**src/hdl/video_pkg.sv**
```systemverilog
`default_nettype none

package video_pkg;

	// pixel window, fetch lead and interrupt position
	// horizontal values are in pixel strobes, vertical values in lines
	typedef struct packed
	{
		logic [8:0] hpix_beg;
		logic [8:0] hpix_end;
		logic [8:0] vpix_beg;
		logic [8:0] vpix_end;
		logic [4:0] go_offs;
		logic [7:0] hint_beg;
		logic [8:0] vint_beg;
		logic [7:0] cstart;
		logic [8:0] rstart;
	} raster_cfg_t;

	// registered raster outputs
	typedef struct packed
	{
		logic hsync;
		logic vsync;
		logic csync;
		logic tv_blank;
		logic hvpix;
	} sync_out_t;

endpackage

`default_nettype wire

```
**src/hdl/video_sync.sv**
```systemverilog
`timescale 1ns/1ns
`default_nettype none

module video_sync
#(
	parameter int h_period      = 448,
	parameter int v_period_50   = 320,
	parameter int v_period_60   = 262,
	parameter int vblank_end_50 = 32,
	parameter int vblank_end_60 = 22,
	parameter int hsync_beg     = 11,
	parameter int hsync_end     = 43,
	parameter int vsync_beg_50  = 8,
	parameter int vsync_end_50  = 11,
	parameter int vsync_beg_60  = 4,
	parameter int vsync_end_60  = 7
)
(
	input  wire                          clk,
	input  wire                          rst_n,
	input  wire video_pkg::raster_cfg_t  cfg,
	input  wire                          cfg_60hz,
	input  wire                          sync_pol,
	input  wire                          nogfx,
	input  wire                          col_step,
	output video_pkg::sync_out_t         sync,
	output logic                         v60hz,
	output logic                         frame_start,
	output logic                         int_start,
	output logic                         flash,
	output logic                         video_go,
	output logic [7:0]                   cnt_col,
	output logic [8:0]                   cnt_row
);

	import video_pkg::*;

	localparam logic [8:0] h_last = 9'(h_period - 1);
	localparam logic [8:0] hs_beg = 9'(hsync_beg);
	localparam logic [8:0] hs_end = 9'(hsync_end);
	// front porch, sync and back porch
	localparam logic [8:0] hblank_end = 9'(2 * hsync_end + 2);

	logic [1:0] pix_div;
	logic       pix_stb;
	logic [8:0] hcount;
	logic [8:0] vcount;
	logic [4:0] flash_ctr;
	logic [8:0] v_last;
	logic [8:0] vs_beg;
	logic [8:0] vs_end;
	logic [8:0] vblank_end;
	logic       line_last;
	logic       line_end;
	logic       frame_last;
	logic       vis_start;
	logic       col_reload;
	logic       hs;
	logic       vs;
	logic       hpix;
	logic       vpix;
	logic [8:0] go_beg;
	logic [8:0] go_end;
	sync_out_t  sync_d;

	// vertical timing follows the latched mode
	assign v_last     = v60hz ? 9'(v_period_60 - 1) : 9'(v_period_50 - 1);
	assign vs_beg     = v60hz ? 9'(vsync_beg_60) : 9'(vsync_beg_50);
	assign vs_end     = v60hz ? 9'(vsync_end_60) : 9'(vsync_end_50);
	assign vblank_end = v60hz ? 9'(vblank_end_60) : 9'(vblank_end_50);

	// one pixel strobe every four clocks
	assign pix_stb = (pix_div == 2'd3);

	always_ff @(posedge clk)
	begin
		if (!rst_n)
			pix_div <= 2'd0;
		else
			pix_div <= pix_div + 2'd1;
	end

	assign line_last   = (hcount == h_last);
	assign frame_last  = (vcount == v_last);
	assign line_end    = pix_stb && line_last;
	assign frame_start = line_end && frame_last;
	assign vis_start   = line_end && (vcount == vblank_end - 9'd1);
	assign col_reload  = pix_stb && (hcount == hs_end - 9'd1);

	always_ff @(posedge clk)
	begin
		if (!rst_n)
		begin
			hcount <= 9'd0;
			vcount <= 9'd0;
		end
		else if (pix_stb)
		begin
			hcount <= line_last ? 9'd0 : hcount + 9'd1;
			if (line_last)
				vcount <= frame_last ? 9'd0 : vcount + 9'd1;
		end
	end

	// mode re-sync and flash counter step once per frame
	always_ff @(posedge clk)
	begin
		if (!rst_n)
		begin
			v60hz     <= 1'b0;
			flash_ctr <= 5'd0;
		end
		else if (frame_start)
		begin
			v60hz     <= cfg_60hz;
			flash_ctr <= flash_ctr + 5'd1;
		end
	end

	assign flash = flash_ctr[4];

	// hint_beg counts in pairs of pixels
	assign int_start = pix_stb && (hcount == {cfg.hint_beg, 1'b0}) &&
		(vcount == cfg.vint_beg);

	// dram column reloads at hsync end
	always_ff @(posedge clk)
	begin
		if (!rst_n)
			cnt_col <= 8'd0;
		else if (col_reload)
			cnt_col <= cfg.cstart;
		else if (col_step)
			cnt_col <= cnt_col + 8'd1;
	end

	// dram row
	always_ff @(posedge clk)
	begin
		if (!rst_n)
			cnt_row <= 9'd0;
		else if (vis_start)
			cnt_row <= cfg.rstart;
		else if (line_end && vpix)
			cnt_row <= cnt_row + 9'd1;
	end

	assign hs   = (hcount >= hs_beg) && (hcount < hs_end);
	assign vs   = (vcount >= vs_beg) && (vcount < vs_end);
	assign hpix = (hcount >= cfg.hpix_beg) && (hcount < cfg.hpix_end);
	assign vpix = (vcount >= cfg.vpix_beg) && (vcount < cfg.vpix_end);

	// fetch window leads the pixel window by go_offs
	assign go_beg = cfg.hpix_beg - {4'd0, cfg.go_offs};
	assign go_end = cfg.hpix_end - {4'd0, cfg.go_offs};

	always_ff @(posedge clk)
	begin
		if (!rst_n)
			video_go <= 1'b0;
		else
			video_go <= (hcount >= go_beg) && (hcount < go_end) && vpix && !nogfx;
	end

	always_comb
	begin
		sync_d.hsync    = sync_pol ^ hs;
		sync_d.vsync    = sync_pol ^ vs;
		sync_d.csync    = ~(hs ^ vs);
		sync_d.tv_blank = (hcount < hblank_end) || (vcount < vblank_end);
		sync_d.hvpix    = hpix && vpix;
	end

	always_ff @(posedge clk)
	begin
		if (!rst_n)
		begin
			sync.hsync    <= sync_pol;
			sync.vsync    <= sync_pol;
			sync.csync    <= 1'b1;
			sync.tv_blank <= 1'b1;
			sync.hvpix    <= 1'b0;
		end
		else
			sync <= sync_d;
	end

endmodule

`default_nettype wire

```
**config.mk**
```make
export PLATFORM = sky130hd
export DESIGN_NAME = video_sync
export DESIGN_NICKNAME = d
export VERILOG_FILES = /design/src/hdl/video_pkg.sv /design/src/hdl/video_sync.sv
export SDC_FILE = /design/constraint.sdc
export NUM_CORES = 1
export LEC_CHECK = 0
export ABC_CLOCK_PERIOD_IN_PS = 3400
export BUFFER_PORTS_ARGS = -buffer_cell sky130_fd_sc_hd__buf_2
export CORE_MARGIN = 2
export CORE_UTILIZATION = 55
export CTS_CLUSTER_SIZE = 16
export DETAILED_ROUTE_END_ITERATION = 12
export GPL_TIMING_DRIVEN = 0
export PLACE_DENSITY_LB_ADDON = 0.2
export SLEW_MARGIN = 0
export SYNTH_ARGS = -nofsm -noshare
export SYNTH_HDL_FRONTEND = slang
export SYNTH_SLANG_ARGS = --single-unit
```
**constraint.sdc**
```tcl
create_clock -name clk -period 3.4 [get_ports clk]
set_clock_uncertainty 0.15 [all_clocks]
set_input_delay 0.17 -clock clk [delete_from_list [all_inputs] [get_ports clk]]
set_output_delay 0.17 -clock clk [all_outputs]
set_load 0.05 [all_outputs]
```
Yosys cells after proc, flatten, opt, wreduce, memory -nomap -nowiden
Cells that the tools add are included.
- flip-flop bits (word level): 49
- output and inout port bits: 27
- word-level logic and storage cells: 76
- add/sub/neg operators: 9
- magnitude comparators: 12
- eq/ne operators: 7
- multiplexer cells: 11
- bitwise gates (word level): 4
- reduce and logical (&&, ||, !) cells: 20
- operator list (kind ; count):
    9-bit equality test ; 4
    9-bit 2-to-1 mux ; 4
    9-bit by 1-bit adder with 9-bit output (second input constant) ; 3
    9-bit greater-or-equal comparator ; 3
    9-bit less-than comparator ; 3
    9-bit by 5-bit subtractor with 9-bit output ; 2
    8-bit 2-to-1 mux ; 2
    1-bit logical AND ; 15
    6-bit 2-to-1 mux ; 2
    9-bit by 6-bit equality test with 1-bit output (second input constant) ; 1
    9-bit equality test (second input constant) ; 1
    9-bit by 4-bit greater-or-equal comparator with 1-bit output ; 1
    9-bit by 4-bit greater-or-equal comparator with 1-bit output (second input constant) ; 1
    9-bit by 4-bit less-than comparator with 1-bit output ; 1
    9-bit by 6-bit less-than comparator with 1-bit output ; 1
    9-bit by 6-bit less-than comparator with 1-bit output (second input constant) ; 1
    9-bit by 7-bit less-than comparator with 1-bit output (second input constant) ; 1
    8-bit by 1-bit adder with 8-bit output (second input constant) ; 1
    4-bit 2-to-1 mux ; 2
    6-bit by 1-bit subtractor with 7-bit output (second input constant) ; 1
    5-bit by 1-bit adder with 5-bit output (second input constant) ; 1
    5-bit 2-to-1 mux ; 1
    2-bit nonzero test ; 2
    1-bit XOR ; 3
    other kinds (6) ; 6

Logic depth before layout (Yosys ltp)
- word-level depth: 6
- gate-level depth with buffers: 15
- mapped depth without buffers: 15

Worst setup path before layout
No wires, ideal clock.
- path type: register to output
- start point: register vcount[4]
- end point: output int_start
- arrival: 2.639 ns
- setup slack: 0.441 ns
- stages on the path, launching flop included: 6
- path buffers: 1
- path through: dfxtp_1 -> clkbuf_1 -> xor2_1 -> nor4_1 -> nand3_1 -> nor4_1
- cells in the longest elaborated chain, start to end: 2
- RTL lines (what ; RTL line ; RTL):
    start: declaration ; video_sync.sv:47 ; logic [8:0] vcount;
    start signal: assignment ; video_sync.sv:101 ; vcount <= frame_last ? 9'd0 : vcount + 9'd1;
    9-bit equality test ; video_sync.sv:124 ; (vcount == cfg.vint_beg);
    1-bit logical AND ; video_sync.sv:123 ; assign int_start = pix_stb && (hcount == {cfg.hint_beg, 1'b0}) &&
    end: declaration ; video_sync.sv:29 ; output logic int_start,
No other way between the ends.

Worst setup path after layout
- start point: register hcount[1]
- end point: output frame_start
- cells in the longest elaborated chain, start to end: 3
- RTL lines (what ; RTL line ; RTL):
    start: declaration ; video_sync.sv:46 ; logic [8:0] hcount;
    start signal: assignment ; video_sync.sv:99 ; hcount <= line_last ? 9'd0 : hcount + 9'd1;
    9-bit equality test ; video_sync.sv:83 ; assign line_last = (hcount == h_last);
    1-bit logical AND ; video_sync.sv:85 ; assign line_end = pix_stb && line_last;
    1-bit logical AND ; video_sync.sv:86 ; assign frame_start = line_end && frame_last;
    end: declaration ; video_sync.sv:28 ; output logic frame_start,
No other way between the ends.

==> run summary <==
Counting I/O delays and the setup requirement, the final critical path takes 2.94 ns. The tree is rooted in a clkbuf_8. The die is 93.3 um tall.

For this design the static power due to leakage is 2.75 nW. In this run the cell area measured after placement is 0.00505 mm2. For this design the top-level I/O count stands at 108. The standard-cell row count is 32, and the maximum VDD drop is 0.211 mV. The number of setup violations in the final report is 0, and the post-CTS setup buffer count is 0. The slowest cell on the critical path was dfxtp_1.

For the worst-skew pair, the clock arrives at the later sink with an insertion delay of 0.31 ns. Slew at the pin closest to its max-slew limit: 0.538 ns. Walking the worst path, the cells encountered are ha_1 -> nand4_4 -> nor4_4 -> and2_2 -> buf_2 -> buf_2.

Hold timing on the final database bottoms out at a slack of 0.00899 ns. The multi-input logic area is 0.00310 mm2, and the final RePlAce weighted congestion is 0.815. The run finished with clean final reports. STA classifies the critical path startpoint as a flip-flop. The initial detailed-routing violation count was 154; the critical-path maximum fanout was 10. Counting every instance in the synthesized netlist gives 534.

For the area of the mapped netlist, the log shows 0.00439 mm2. The tools report the placeable core region as 0.00773 mm2. The dominant synthesized flop cell is dfxtp_1. For the power dissipated by switching net loads, the log shows 0.373 mW.

The final global-route overflow total was 0; the sequential standard cell area was 981 um2. The number of endpoints with negative hold slack in the final report was 0. Counting along the longest clock path gives a buffer depth of 2.

Clock tree synthesis found a total of 49 sinks. The kind of capture point of the worst setup path was an output port. The start-to-end type of the worst setup path was flip-flop to output port. Net switching is 28.4% of the power. The largest net degree at the start of global routing was 17.

In the post-synthesis netlist, the cell with the most instances is ha_1. In the final layout, the share of cells above drive strength 1 is 19.4%. At the worst endpoint, the arrival time is 2.62 ns. In this run, synthesis inferred 0 flip-flops with an integrated enable. After detailed routing, the total wire length is 10400 um.

In the routed layout, each cell is associated on average with a via count of 5.45. The number of buffers added on ports was 106. Final critical-path share of the clock period: 86.6%. The signed area change from the synthesized netlist to the final layout works out to 20.5%. The finished cells cover 0.00529 mm2. The layout has 674 filler cells. The via count of the first global-routing pass was 3842; the clock-pin slew of the registers on the worst-case setup and hold paths was 0.10 ns. The tools report the initial antenna violation count as 0.

The run gives 763 as the final cell count without fillers. The starting density of the core was 56.8%; the number of warnings issued by yosys was 0. Summing the sequential cell areas from Yosys gives 22.3% of the chip area. For the maximum clock frequency, the log shows 0.340 GHz. By area the synthesized netlist is led by dfxtp_1 22%, ha_1 21%, xor2_1 5.6%. The number of storage elements in the synthesis netlist works out to 49. Counting stages on the worst path, the most repeated cell is buf_2. The setup TNS after final layout is 0 ns, and the area of the die is 0.00871 mm2. The run gives 63.2% as the worst slew margin relative to its limit.

The logs give 0 for the number of maximum-capacitance violations and 0 for the final count of pins violating max slew. For the combined global-route utilization of all metal layers, the log shows 24.0%. The total number of vias is 4161, and the length of the first detailed-routing pass in iterations is 7. Dividing the detail-routed wire length by the instance count gives 13.7 um.

The delay of the slowest cell on the worst path was 0.62 ns. The internal portion of total power was 0.940 mW; the share of Yosys cell area claimed by the top area cell type was 22.3%. In this run, the clock network consumes 33.2% of the power. The number of antenna diodes in the final layout is 0. The first-pass GRT wire length is 17100 um.

In this run the worst hold path is classified as primary input to flip-flop. The share of total power dissipated in sequential elements is 45.2%. After synthesis, the most frequently instantiated cells are 75 x ha_1, 55 x inv_1, 49 x dfxtp_1, 39 x nand2_1, 29 x o21ai_0. Combinational logic is responsible for 21.6% of the overall power.

The floorplan step set the die width to 93.3 um. The detail route stage leaves a number of antenna-violating nets equal to 0. The synthesized netlist contains 54 unique library cells.

The net count of the finished layout is 818. Clock tree synthesis inserted a total of 5 buffers. TritonCTS built the clock tree. The HPWL after detailed placement was 8280 um. The number of levels the H-tree was split into was 2; the mean cell area of the mapped netlist was 8.22 um2. The required time at the worst-slack endpoint came out at 3.08 ns.

Total instance count after detailed placement: 742. The fraction of registers with async set or reset after synthesis is 0%. Counting every net in the synthesized netlist gives 692. The power per cell area was 248 mW/mm2; the final routed DRC violation total was 0.

The leading area contributor after synthesis was dfxtp_1. Setup repair after global routing left no endpoint under its margin.
metrics by stage:
stage / setup slack (ns) / total power [mW] / util (%)
2_1_floorplan: 0.441 / 0.782 / -
3_3_place_gp: 0.255 / 0.867 / 65.3
6_report: 0.457 / 1.31 / 68.5
5_1_grt: 0.166 / 1.38 / 68.5
3_5_place_dp: 0.228 / 0.878 / 65.3
4_1_cts: 0.449 / 1.32 / 68.5
worst max-delay path, delay by kind of cell, from the launching register on:
kind | cells | cell delay (ns)
adder cells (fa/ha/maj) | 1 | 0.35
AND/OR/NAND/NOR | 3 | 0.85
flip-flops | 1 | 0.62
buffers and inverters | 2 | 0.50
placed cells by master, fill, tap and decap left out, drive strengths merged, types with 3 or more instances in the layout:
| master | instances |
|---|---|
| a21boi | 3 |
| a21o | 8 |
| a21oi | 22 |
| a31oi | 9 |
| and2 | 8 |
| and3 | 5 |
| buf | 114 |
| clkbuf | 18 |
| dfxtp | 49 |
| dlygate4sd3 | 13 |
| ha | 75 |
| inv | 56 |
| mux2i | 4 |
| nand2 | 39 |
| nand2b | 6 |
| nand3 | 16 |
| nand4 | 22 |
| nor2 | 27 |
| nor2b | 13 |
| nor3 | 5 |
| nor4 | 8 |
| o211a | 9 |
| o211ai | 5 |
| o21a | 3 |
| o21ai | 29 |
| or3 | 9 |
| xnor2 | 26 |
| xor2 | 28 |
final timing paths:
path | startpoint | endpoint | slack, ns | cells after the start
setup / recovery | hcount[1] | frame_start | 0.46 | 6
hold / removal | cfg[3] | cnt_row[3] | 0.009 | 3
setup reg to reg | vcount[0] | cnt_row[2] | 0.50 | 10
hold reg to reg | pix_div[0] | pix_div[0] | 0.28 | 1
registers in the layout, summed over array words and instances (netlist names):
| signal | flops |
|---|---|
| cnt_col | 8 |
| cnt_row | 9 |
| video_go | 1 |
| vcount | 9 |
| pix_div | 2 |
| v60hz | 1 |
| sync | 5 |
| hcount | 9 |
| flash_ctr | 5 |
power by group through the flow:
stage                     clock network (mW)  registers (mW)  logic (mW)
after detailed placement                   0           0.606       0.272
after global routing                   0.464           0.594       0.321
final                                  0.436           0.593       0.284
after global placement                     0           0.605       0.262
after CTS                              0.442           0.593       0.285
after floorplan                            0           0.624       0.158
kinds of logic (layout without fill, tap and decap cells):
group	after synthesis	count (layout)	synth area share [%]
xor gates and xnor gates	54	54	10.8
adders and majority gates	77	77	22.3
AOI/OAI and AO/OA	104	104	15.4
muxes	5	5	1.17
and+or+nand+nor	169	169	21.0
buffers and inverters	76	203	7.01
DFF	49	49	22.3
final cells by class:
class	count	area share [%]
Buffer	21	1.92
Tap cell	102	2.41
Clock buffer	5	1.30
Inverter	55	3.90
Timing Repair Buffer	119	12.5
Clock inverter	3	0.828
Sequential cell	49	18.5
Multi-Input combinational cell	409	58.6
per-layer routing:
metal | GRT usage [%] | vias up | routed length, um
met5 | 0 | - | 0
met4 | 4.41 | 0 | 105
li1 | - | 2140 | -
met3 | 2.98 | 11 | 525
met1 | 32.8 | 1903 | 4880
met2 | 41.1 | 107 | 4920
repair_timing:
item / 4_1_cts / 5_1_grt
gates resized for setup: 0 / 0
hold buffers: 13 / 0
hold endpoints to repair: 14 / 0
Power figures use the tool's default switching activity.
